### src/include/softmax_cfg.svh
// Softmax front end configuration
// Lane count, datapath widths, FIFO depth and credit limits

`ifndef SOFTMAX_CFG_SVH
`define SOFTMAX_CFG_SVH

// Lanes per input beat
`define SMX_LANES 4

// Signed score and Q1.15 exponential widths
`define SMX_SCORE_W 8
`define SMX_EXP_W 16

// Vector sum carries two growth bits over one exponential
`define SMX_SUM_W (`SMX_EXP_W + 2)
`define SMX_ACC_W 24

// Input FIFO slots, equal to the credits the source starts with
`define SMX_FIFO_DEPTH 4

// Output credits owned by the sink at reset
`define SMX_OUT_CREDITS 4
`define SMX_CNT_W 3

`endif

### src/design/softmax_pkg.sv
// Softmax front end types
// Packed beat formats passed between the pipeline stages

`default_nettype none

`include "softmax_cfg.svh"

package softmax_pkg;

    typedef logic signed [`SMX_SCORE_W-1:0] score_t;

    // Max rise between beats, capped at 31
    typedef logic [4:0] delta_t;

    typedef struct packed {
        score_t [`SMX_LANES-1:0] score;
        logic   [`SMX_LANES-1:0] strb;
    } score_beat_t;

    typedef struct packed {
        score_beat_t beat;
        score_t      max;
        delta_t      delta;
    } max_beat_t;

    // Q1.15 exponentials, 1.0 is 0x8000
    typedef struct packed {
        logic [`SMX_LANES-1:0][`SMX_EXP_W-1:0] exp;
        logic [`SMX_LANES-1:0]                 strb;
    } exp_beat_t;

    typedef struct packed {
        logic [`SMX_SUM_W-1:0] sum;
        delta_t                delta;
    } sum_beat_t;

endpackage

`default_nettype wire

### src/design/score_ingress.sv
// Score ingress
// Input FIFO with credit return to the source, and the output credit
// counter that decides when a beat may enter the pipeline

`timescale 1ns/1ps
`default_nettype none

`include "softmax_cfg.svh"

module score_ingress (
    input  wire logic                      clk_i,
    input  wire logic                      rst_ni,
    input  wire logic                      in_valid_i,
    input  wire softmax_pkg::score_beat_t  in_beat_i,
    input  wire logic                      out_credit_i,
    output logic                           in_credit_o,
    output logic                           issue_valid_o,
    output softmax_pkg::score_beat_t       issue_beat_o,
    output logic                           pending_o
);

    localparam int unsigned PTR_W = $clog2(`SMX_FIFO_DEPTH);

    softmax_pkg::score_beat_t fifo_mem [`SMX_FIFO_DEPTH];

    // Extra wrap bit tells full from empty
    logic [PTR_W:0]          wr_ptr_q;
    logic [PTR_W:0]          rd_ptr_q;
    logic [`SMX_CNT_W-1:0]   credit_q;
    logic                    empty;
    logic                    pop;

    assign empty = (wr_ptr_q == rd_ptr_q);
    assign pop   = ~empty & (credit_q != '0);

    assign in_credit_o = pop;
    assign pending_o   = ~empty;

    // Source holds a credit for every push, so no overflow check
    always_ff @(posedge clk_i) begin
        if (in_valid_i) begin
            fifo_mem[wr_ptr_q[PTR_W-1:0]] <= in_beat_i;
        end
    end

    always_ff @(posedge clk_i or negedge rst_ni) begin
        if (!rst_ni) begin
            wr_ptr_q      <= '0;
            rd_ptr_q      <= '0;
            credit_q      <= `SMX_CNT_W'(`SMX_OUT_CREDITS);
            issue_valid_o <= 1'b0;
        end else begin
            if (in_valid_i) begin
                wr_ptr_q <= wr_ptr_q + 1'b1;
            end
            if (pop) begin
                rd_ptr_q <= rd_ptr_q + 1'b1;
            end
            case ({pop, out_credit_i})
                2'b10:   credit_q <= credit_q - 1'b1;
                2'b01:   credit_q <= credit_q + 1'b1;
                default: credit_q <= credit_q;
            endcase
            issue_valid_o <= pop;
        end
    end

    always_ff @(posedge clk_i) begin
        if (pop) begin
            issue_beat_o <= fifo_mem[rd_ptr_q[PTR_W-1:0]];
        end
    end

endmodule

`default_nettype wire

### src/design/score_max_tracker.sv
// Running maximum tracker
// First stage, merges the largest strobed lane into the running max
// and tags the beat with the new max and the capped rise

`timescale 1ns/1ps
`default_nettype none

`include "softmax_cfg.svh"

module score_max_tracker (
    input  wire logic                      clk_i,
    input  wire logic                      rst_ni,
    input  wire logic                      clear_i,
    input  wire logic                      valid_i,
    input  wire softmax_pkg::score_beat_t  beat_i,
    output logic                           valid_o,
    output softmax_pkg::max_beat_t         beat_o,
    output logic signed [`SMX_SCORE_W-1:0] max_o
);

    localparam softmax_pkg::score_t MIN_SCORE = {1'b1, {(`SMX_SCORE_W-1){1'b0}}};

    softmax_pkg::score_t    max_q;
    softmax_pkg::score_t    beat_max;
    softmax_pkg::score_t    new_max;
    logic [`SMX_SCORE_W:0]  rise;
    softmax_pkg::delta_t    delta;

    // Unstrobed lanes never take part
    always_comb begin
        beat_max = MIN_SCORE;
        for (int i = 0; i < `SMX_LANES; i++) begin
            if (beat_i.strb[i] && (beat_i.score[i] > beat_max)) begin
                beat_max = beat_i.score[i];
            end
        end
    end

    assign new_max = (beat_max > max_q) ? beat_max : max_q;
    assign rise    = {new_max[`SMX_SCORE_W-1], new_max} - {max_q[`SMX_SCORE_W-1], max_q};
    assign delta   = (rise > 31) ? 5'd31 : rise[4:0];

    always_ff @(posedge clk_i or negedge rst_ni) begin
        if (!rst_ni) begin
            max_q   <= MIN_SCORE;
            valid_o <= 1'b0;
        end else begin
            valid_o <= valid_i;
            if (clear_i) begin
                max_q <= MIN_SCORE;
            end else if (valid_i) begin
                max_q <= new_max;
            end
        end
    end

    always_ff @(posedge clk_i) begin
        if (valid_i) begin
            beat_o.beat  <= beat_i;
            beat_o.max   <= new_max;
            beat_o.delta <= delta;
        end
    end

    assign max_o = max_q;

endmodule

`default_nettype wire

### src/design/exp_lane_array.sv
// Lane exponential array
// Second stage, each lane gives 2^(score - max) in Q1.15 by a right shift

`timescale 1ns/1ps
`default_nettype none

`include "softmax_cfg.svh"

module exp_lane_array (
    input  wire logic                     clk_i,
    input  wire logic                     rst_ni,
    input  wire logic                     valid_i,
    input  wire softmax_pkg::max_beat_t   beat_i,
    output logic                          valid_o,
    output softmax_pkg::exp_beat_t        beat_o,
    output softmax_pkg::delta_t           delta_o
);

    localparam logic [`SMX_EXP_W-1:0] EXP_ONE = {1'b1, {(`SMX_EXP_W-1){1'b0}}};

    logic [`SMX_LANES-1:0][`SMX_SCORE_W:0]  diff;
    softmax_pkg::exp_beat_t                 exp_d;

    always_comb begin
        for (int i = 0; i < `SMX_LANES; i++) begin
            diff[i] = {beat_i.max[`SMX_SCORE_W-1], beat_i.max}
                    - {beat_i.beat.score[i][`SMX_SCORE_W-1], beat_i.beat.score[i]};
            // Differences of 16 or more underflow Q1.15
            if (beat_i.beat.strb[i] && (diff[i][`SMX_SCORE_W:4] == '0)) begin
                exp_d.exp[i] = EXP_ONE >> diff[i][3:0];
            end else begin
                exp_d.exp[i] = '0;
            end
        end
        exp_d.strb = beat_i.beat.strb;
    end

    always_ff @(posedge clk_i or negedge rst_ni) begin
        if (!rst_ni) begin
            valid_o <= 1'b0;
        end else begin
            valid_o <= valid_i;
        end
    end

    always_ff @(posedge clk_i) begin
        if (valid_i) begin
            beat_o  <= exp_d;
            delta_o <= beat_i.delta;
        end
    end

endmodule

`default_nettype wire

### src/design/lane_sum_tree.sv
// Lane reduction sum
// Third stage, two-level adder tree over the exponential lanes

`timescale 1ns/1ps
`default_nettype none

`include "softmax_cfg.svh"

module lane_sum_tree (
    input  wire logic                     clk_i,
    input  wire logic                     rst_ni,
    input  wire logic                     valid_i,
    input  wire softmax_pkg::exp_beat_t   beat_i,
    input  wire softmax_pkg::delta_t      delta_i,
    output logic                          valid_o,
    output softmax_pkg::sum_beat_t        sum_o
);

    localparam int unsigned PAIRS = `SMX_LANES / 2;

    logic [PAIRS-1:0][`SMX_EXP_W:0] pair_sum;
    logic [`SMX_SUM_W-1:0]          total;

    always_comb begin
        total = '0;
        for (int p = 0; p < PAIRS; p++) begin
            pair_sum[p] = {1'b0, beat_i.exp[2*p]} + {1'b0, beat_i.exp[2*p+1]};
            total       = total + `SMX_SUM_W'(pair_sum[p]);
        end
    end

    always_ff @(posedge clk_i or negedge rst_ni) begin
        if (!rst_ni) begin
            valid_o <= 1'b0;
        end else begin
            valid_o <= valid_i;
        end
    end

    always_ff @(posedge clk_i) begin
        if (valid_i) begin
            sum_o.sum   <= total;
            sum_o.delta <= delta_i;
        end
    end

endmodule

`default_nettype wire

### src/design/denom_accumulator.sv
// Denominator accumulator
// Rescales the running sum by the max rise, then adds the new vector sum
// with saturation

`timescale 1ns/1ps
`default_nettype none

`include "softmax_cfg.svh"

module denom_accumulator (
    input  wire logic                     clk_i,
    input  wire logic                     rst_ni,
    input  wire logic                     clear_i,
    input  wire logic                     valid_i,
    input  wire softmax_pkg::sum_beat_t   sum_i,
    output logic [`SMX_ACC_W-1:0]         denom_o
);

    logic [`SMX_ACC_W-1:0] acc_q;
    logic [`SMX_ACC_W-1:0] scaled;
    logic [`SMX_ACC_W:0]   acc_sum;

    // Old terms lose one bit per unit of max rise
    assign scaled  = acc_q >> sum_i.delta;
    assign acc_sum = {1'b0, scaled} + (`SMX_ACC_W + 1)'(sum_i.sum);

    always_ff @(posedge clk_i or negedge rst_ni) begin
        if (!rst_ni) begin
            acc_q <= '0;
        end else if (clear_i) begin
            acc_q <= '0;
        end else if (valid_i) begin
            if (acc_sum[`SMX_ACC_W]) begin
                acc_q <= '1;
            end else begin
                acc_q <= acc_sum[`SMX_ACC_W-1:0];
            end
        end
    end

    assign denom_o = acc_q;

endmodule

`default_nettype wire

### src/design/softmax_top.sv
// Streaming softmax front end
// Credit-flow ingress, running max, lane exponentials, vector sum and
// the rescaled denominator accumulator

`timescale 1ns/1ps
`default_nettype none

`include "softmax_cfg.svh"

module softmax_top (
    input  wire logic                      clk_i,
    input  wire logic                      rst_ni,
    input  wire logic                      clear_i,
    input  wire logic                      in_valid_i,
    input  wire softmax_pkg::score_beat_t  in_beat_i,
    output logic                           in_credit_o,
    input  wire logic                      out_credit_i,
    output logic                           out_valid_o,
    output softmax_pkg::exp_beat_t         out_beat_o,
    output logic signed [`SMX_SCORE_W-1:0] max_o,
    output logic [`SMX_ACC_W-1:0]          denom_o,
    output logic                           busy_o
);

    logic                      pending;
    logic                      issue_valid;
    softmax_pkg::score_beat_t  issue_beat;
    logic                      max_valid;
    softmax_pkg::max_beat_t    max_beat;
    softmax_pkg::delta_t       exp_delta;
    logic                      sum_valid;
    softmax_pkg::sum_beat_t    sum_beat;

    assign busy_o = pending | issue_valid | max_valid | out_valid_o | sum_valid;

    score_ingress i_ingress (
        .clk_i         (clk_i),
        .rst_ni        (rst_ni),
        .in_valid_i    (in_valid_i),
        .in_beat_i     (in_beat_i),
        .out_credit_i  (out_credit_i),
        .in_credit_o   (in_credit_o),
        .issue_valid_o (issue_valid),
        .issue_beat_o  (issue_beat),
        .pending_o     (pending)
    );

    score_max_tracker i_max (
        .clk_i   (clk_i),
        .rst_ni  (rst_ni),
        .clear_i (clear_i),
        .valid_i (issue_valid),
        .beat_i  (issue_beat),
        .valid_o (max_valid),
        .beat_o  (max_beat),
        .max_o   (max_o)
    );

    exp_lane_array i_exp (
        .clk_i   (clk_i),
        .rst_ni  (rst_ni),
        .valid_i (max_valid),
        .beat_i  (max_beat),
        .valid_o (out_valid_o),
        .beat_o  (out_beat_o),
        .delta_o (exp_delta)
    );

    lane_sum_tree i_sum (
        .clk_i   (clk_i),
        .rst_ni  (rst_ni),
        .valid_i (out_valid_o),
        .beat_i  (out_beat_o),
        .delta_i (exp_delta),
        .valid_o (sum_valid),
        .sum_o   (sum_beat)
    );

    denom_accumulator i_acc (
        .clk_i   (clk_i),
        .rst_ni  (rst_ni),
        .clear_i (clear_i),
        .valid_i (sum_valid),
        .sum_i   (sum_beat),
        .denom_o (denom_o)
    );

endmodule

`default_nettype wire

### config.mk
export PLATFORM = sky130hd
export DESIGN_NAME = softmax_top
export DESIGN_NICKNAME = d
export VERILOG_FILES = /design/src/design/softmax_pkg.sv /design/src/design/score_ingress.sv /design/src/design/score_max_tracker.sv /design/src/design/exp_lane_array.sv /design/src/design/lane_sum_tree.sv /design/src/design/denom_accumulator.sv /design/src/design/softmax_top.sv
export VERILOG_INCLUDE_DIRS = /design/src /design/src/include
export SDC_FILE = /design/constraint.sdc
export NUM_CORES = 1
export LEC_CHECK = 0
export ABC_AREA = 1
export CAP_MARGIN = 0
export CORE_ASPECT_RATIO = 1.4
export CORE_MARGIN = 5
export CORE_UTILIZATION = 56
export DETAILED_ROUTE_END_ITERATION = 7
export DONT_BUFFER_PORTS = 1
export PLACE_DENSITY = 0.81
export SETUP_SLACK_MARGIN = 0.02
export SYNTH_ARGS = -nofsm -noshare
export SYNTH_HDL_FRONTEND = slang
export SYNTH_HIERARCHICAL = 1
export SYNTH_SLANG_ARGS = --single-unit
### constraint.sdc
create_clock -name clk_i -period 10.35 [get_ports clk_i]
set_input_delay 2.07 -clock clk_i [delete_from_list [all_inputs] [get_ports clk_i]]
set_output_delay 2.07 -clock clk_i [all_outputs]
set_load 0.02 [all_outputs]
==> metrics.txt, run 1 <==
pin count of the biggest net entering global routing=between 70 and 80; Via Count=14.9k; Core Area=37,400 um^2; crit path DAT=9.65 ns; GR Overflow Total=0; Slew HR=between 30% and 40%; number of hold violations in the final report=0; CP peak stage delay=around 0.46 ns; number of DRC markers in iteration 0=1,083; wirelength, routed=around 49 mm; CTS hold repair buffers=0; FFs w/ async S/R, synth=12.2%; num rows=84; clk root buf=clkbuf_16; Detailed Routing Iterations Pass 1=5; Gates resized, CTS repair=0; RSZ-0062 raised after global routing=false; CTS H-tree depth=2; Crit Path Max Fanout=16; synthesized area=21,100 um^2; clk sinks=370; EDFF count, synth=325; Yosys top cell by area=edfxtp_1; worst path bufs/invs=5; port bufs=0; fmax=~110 MHz; first-pass GRT wire length=77.3 mm; slowest CP cell=a2111oi_0; Slew @ Worst Pin=between 0.9 and 1 ns; Setup Skew=0.0137 ns; most frequent cells in the layout=nand2_1 (448), edfxtp_1 (325), inv_1 (308); RePlAce Congestion=0.957; Synth cell types=62; top cells by area, synth=edfxtp_1 (46%), nand2_1 (8.0%), ha_1 (6.8%); I/O pin total=144; Worst Hold Class=reg2reg; Critical Path Most Common Cell=nand2_1; hold depth=0; MaxCap Viol Count=0; Die ar.=41,700 um^2; area grow syn2layout=8.22%; dominant synthesized flop cell=edfxtp_1; Final ANT Viol Nets=0; sequential fraction of the synthesis area=51.7%; final net count=approximately 2.4k; CTS Buf Count=38; Crit Path Class=reg2reg; register bit total from synthesis=370; die height=~240 um; most common cell after layout, fill and taps aside=nand2_1; worst-skew pair later-pin latency=~0.54 ns; R2R depth=52; clock buffer depth=3; Vias/cell=5.53; HPWL after detailed placement=37.0 mm; Syn Nets=2,393; Total Routing Usage GR=approximately a quarter; fin area=22,800 um^2; type of origin of the critical path=register; CP required=10.62 ns; Worst-path clk slew=about 0.060 ns; Place WS=1.08 ns; DRC viols=0; fraction of layout cells with a size suffix above 1=8.94%; # diodes=0; Avg WL per Cell=between 15 and 20 um; Mapped Avg Cell Area=9.59 um^2; CTS tree=built; postcts setup bufs=0; Setup WS post-layout=roughly 1 ns; area post-placement=between 20,000 and 25,000 um^2; warning count from the yosys run=6; Max Transition Viols Final=0; final period utilization=just over 90%; vias in the first global route=15.1k; status=complete, no violations; min cycle time layout=9.37 ns; Gate Count Post-Synth=approximately 2.2k; element type at the critical path end=register; CP top delay family=simple AND/OR/NAND/NOR gates; die width=~170 um; initial antenna violation count=0; top cell type's share of synthesized area=46.3%; critical path depth=between 50 and 60; Final TNS setup=0 ns; # setup viols final=0; Starting Density=56.3%
==> kinds of logic (layout without fill, tap and decap cells) <==
logic type,Yosys count,count (layout),share of synthesized area [%]
flip-flops,370,370,51.7
buffers and inverters,384,412,7.22
AO/OA/AOI/OAI,303,303,7.82
AND/OR/NAND/NOR,949,949,21.0
adder cells (fa/ha/maj),154,154,10.5
multiplexers,1,1,0.0534
XOR/XNOR,37,37,1.66
==> worst reg2reg max path: cells and delay by family (launching register included) <==
kind | cells | cell delay, ns
AOI/OAI and AO/OA | 12 | 2.49
adders and majority gates | 6 | 1.77
xor gates and xnor gates | 1 | 0.12
buffers and inverters | 5 | 0.74
and+or+nand+nor | 28 | 3.60
DFF | 1 | 0.41
==> layout make-up <==
type                       count  area [um^2]
clock buffer                  47         1000
clock inverter                23          333
tap                          473          592
sequential                   370        10900
inverter                     333         1250
fill                        2978        14600
timing repair buffer           9         67.6
multi-input combinational   1444         8670
==> routing by layer <==
metal / vias to the layer above / track usage, % / part of all wire (%)
met5: - / 0 / 0
met3: 124 / 4.15 / 5.1
li1: 7312 / - / -
met1: 7024 / 25.2 / 36
met2: 467 / 44.5 / 54
met4: 0 / 10.6 / 4.7
==> cell usage after synthesis, drive strengths merged (12+ instances only) <==
library cell / count
nand4: 28
nand3: 156
xor2: 28
fa: 39
inv: 330
o21ai: 167
dfrtp: 43
o22ai: 38
buf: 27
edfxtp: 325
a21oi: 73
nor3: 12
clkbuf: 24
nand2: 478
nor2: 245
ha: 115
==> per-stage QoR <==
| step | instances | utilization [%] | hold WS, ns |
|---|---|---|---|
| final | 2699 | 61.0 | 0.419 |
| after global placement | 2629 | 57.4 | 0.400 |
| after detailed placement | 2629 | 57.4 | 0.405 |
| after floorplan | 2198 | - | 0.400 |
| after CTS | 2699 | 61.0 | 0.419 |
| after global routing | 2699 | 61.0 | 0.430 |
==> sequential cells by signal, summed over array words and instances (netlist names) <==
name and count:
i_ingress/fifo_mem 144, i_exp/beat_o 68, i_max/beat_o 49, i_ingress/issue_beat_o 36
i_acc/denom_o 24, i_sum/sum_o 23, i_max/max_o 8, i_exp/delta_o 5
i_ingress/credit_q 3, i_ingress/rd_ptr_q 3, i_ingress/wr_ptr_q 3, i_exp/valid_o 1
i_ingress/issue_valid_o 1, i_max/valid_o 1, i_sum/valid_o 1
==> final timing paths <==
check                                                    endpoint  slack [ns]                            startpoint
worst max-delay path                i_max/beat_o[1]$_SDFFCE_PN1P_        0.98  i_ingress/issue_beat_o[10]$_DFFE_PP_
worst min-delay path                     i_sum/sum_o[2]$_DFFE_PP_        0.42            i_exp/delta_o[2]$_DFFE_PP_
worst max register to register      i_max/beat_o[1]$_SDFFCE_PN1P_        0.98  i_ingress/issue_beat_o[10]$_DFFE_PP_
worst min register to register           i_sum/sum_o[2]$_DFFE_PP_        0.42            i_exp/delta_o[2]$_DFFE_PP_
max in group asynchronous              i_max/max_o[7]$_DFFE_PN1P_        8.94                                rst_ni
min in group asynchronous       i_ingress/rd_ptr_q[0]$_DFFE_PN0P_        1.23                                rst_ni
Power of run 1 is left out: the tool's default activity adds up to more than one toggle a clock period on the data nets, which glitch-free logic cannot reach.
==> run 2, diff against run 1 <==
- ABC_AREA: 1 -> default
- HOLD_SLACK_MARGIN: default -> 0.03
- RECOVER_POWER: default -> 100
==> metrics.txt, run 2 <==
area occupied by multi-input gates=8420 um^2 (-2.9%); fmax=103 MHz (-3.1%); final hold slack=0.414 ns (-0.00466 ns); number of DRC markers in iteration 0=935 (-14%); Via Count=12.8k (-14%); Reg area=10,900 um^2 (unchanged); clk root buf=clkbuf_16; RePlAce Congestion=0.984 (+2.8%); Crit Path Max Fanout=24 (+8); Mapped Avg Cell Area=12.7 um^2 (+32%); worst path bufs/invs=1 (-4); register bit total from synthesis=370 (unchanged); most frequent cells after synthesis=edfxtp_1 (325), inv_1 (169), ha_1 (115), nor2_1 (100), nand2_1 (81); CTS H-tree depth=2 (unchanged); die height=235 um (-1.8%); CP required=10.72 ns (+0.10 ns); synthesized area=20,300 um^2 (-3.8%); initial antenna violation count=0 (unchanged); clk sinks=370 (unchanged); DRC viols=0 (unchanged); final period utilization=93.5% (+2.9 points); number of hold violations in the final report=0 (unchanged); area grow syn2layout=8.12% (about the same); CTS tree=built; clock buffer depth=3 (unchanged); CP top delay family=compound AO/OA/AOI/OAI gates; Max Transition Viols Final=419 (+419); EDFF count, synth=325 (unchanged); GR Overflow Total=0 (unchanged); status=finished, violations left; die width=171 um (-1.8%); Vias/cell=6.13 (+11%); Worst Hold Class=reg2reg; slowest CP cell=mux2i_1; pin count of the biggest net entering global routing=75 (-2.6%); top cells by area, synth=edfxtp_1 (48%), ha_1 (7.1%), dfrtp_1 (5.3%); Detailed Routing Iterations Pass 1=5 (unchanged); # setup viols final=0 (unchanged); Gate Count Post-Synth=1,602 (-27%); wirelength, routed=48.4 mm (-1.4%); MaxCap Viol Count=10 (+10); count leader, synth=edfxtp_1; Avg WL per Cell=23.1 um (+27%); warning count from the yosys run=6 (unchanged); dominant synthesized flop cell=edfxtp_1; failing checks=max-capacitance violations, max-slew violations; CTS Buf Count=37 (-2.6%); HPWL after detailed placement=35.9 mm (-3.1%); most frequent cells in the layout=edfxtp_1 (325), inv_1 (169), ha_1 (115); top cell type's share of synthesized area=48.1% (+1.8 points); Critical Path Most Common Cell=o21ai_0; most common cell after layout, fill and taps aside=edfxtp_1; type of origin of the critical path=register; fill count=2,706 (-9.1%); max reg flops=144 (unchanged); Total Routing Usage GR=23.7% (+0.36 points); Synth cell types=89 (+44%); # diodes=0 (unchanged); Core Area=35,800 um^2 (-4.3%); worst-skew pair later-pin latency=0.54 ns (about the same); first-pass GRT wire length=73.7 mm (-4.6%); Slew @ Worst Pin=4.08 ns (+3.12 ns); Starting Density=56.6% (+0.29 points); port bufs=0 (unchanged); Final TNS setup=0 ns (unchanged); sequential fraction of the synthesis area=53.7% (+2.0 points); final net count=1,798 (-25%); area post-placement=20,700 um^2 (-3.8%); min cycle time layout=9.68 ns (+0.303 ns); Slew HR=-172% (-210 points); Die ar.=40,200 um^2 (-3.6%); FFs w/ async S/R, synth=12.2% (unchanged); vias in the first global route=13.1k (-13%); element type at the critical path end=register; post-layout util=61.2% (+0.26 points); Setup Skew=0.0116 ns (-0.00213 ns); num rows=82 (-2.4%); I/O pin total=144 (unchanged); crit path DAT=10.05 ns (+0.40 ns); Syn Nets=1,797 (-25%); Crit Path Class=reg2reg; fraction of layout cells with a size suffix above 1=9.56% (+0.62 points); Yosys top cell by area=edfxtp_1; Final ANT Viol Nets=0 (unchanged); CP peak stage delay=0.54 ns (+0.08 ns); fin area=21,900 um^2 (-3.9%); Worst-path clk slew=0.06 ns (about the same)
run 2: cell count changes after synthesis, moves of 36 or more:
cell     before  now
o21ai_1      50    4
nor2_1      227  100
o21ai_0     115   54
nor4_1        0   51
nand2_1     448   81
nand3_1     124   26
mux4_2        0   36
inv_1       312  169
run 2: cell type report:
class | instances | area share (%)
Tap cell | 462 | 2.64
Inverter | 169 | 2.89
Sequential cell | 370 | 49.7
Clock buffer | 41 | 4.34
Multi-Input combinational cell | 1008 | 38.4
Clock inverter | 27 | 1.64
Timing Repair Buffer | 17 | 0.411
run 2: per-layer routing:
metal	wire, um	share of wire, %	global-route usage (%)
met5	0	0	0
met4	2650	5.5	11.0
met3	2850	5.9	4.67
met2	26000	54	43.3
met1	16900	35	26.2
run 2: cell families (layout without fill, tap and decap cells):
kind of cell,count (synthesis),after routing,share of synthesized area [%]
multiplexers,95,95,7.78
adder cells (fa/ha/maj),154,154,10.9
XOR/XNOR,58,58,2.58
AO/OA/AOI/OAI,299,299,10.1
flip-flops,370,370,53.7
buffers and inverters,224,254,4.63
AND/OR/NAND/NOR,402,402,10.2
run 2: worst reg2reg max path, delay by kind of cell, from the launching register on:
kind,cells,cell delay [ns]
simple gates,14,2.28
mux,2,0.89
compound gates,20,4.23
buf+inv,1,0.11
flops,1,0.46
fa+ha+maj,5,1.58
run 2: stage by stage:
step | cells | setup WS [ns]
2_1_floorplan | 1602 | 1.15
3_3_place_gp | 2024 | 0.558
3_5_place_dp | 2024 | 0.263
4_1_cts | 2092 | 0.248
5_1_grt | 2094 | -0.00909
6_report | 2094 | 0.674
run 2: final timing paths:
path	start	depth (start not counted)	end	slack, ns
max	i_ingress/issue_beat_o[0]$_DFFE_PP_	42	i_max/beat_o[2]$_SDFFCE_PN1P_	0.67
min	i_max/beat_o[0]$_SDFFCE_PN1P_	0	i_exp/delta_o[0]$_DFFE_PP_	0.41
max reg2reg	i_ingress/issue_beat_o[0]$_DFFE_PP_	42	i_max/beat_o[2]$_SDFFCE_PN1P_	0.67
min reg2reg	i_max/beat_o[0]$_SDFFCE_PN1P_	0	i_exp/delta_o[0]$_DFFE_PP_	0.41
max in group asynchronous	rst_ni	0	i_max/max_o[7]$_DFFE_PN1P_	8.94
min in group asynchronous	rst_ni	0	i_acc/denom_o[3]$_DFFE_PN0P_	1.23
run 2: repair_timing:
item                       4_1_cts  5_1_grt
resized for setup                0       12
hold buffers                     0        0
setup buffers                    0        2
setup endpoints to repair        0        5
Power of run 2 is left out for the same reason.
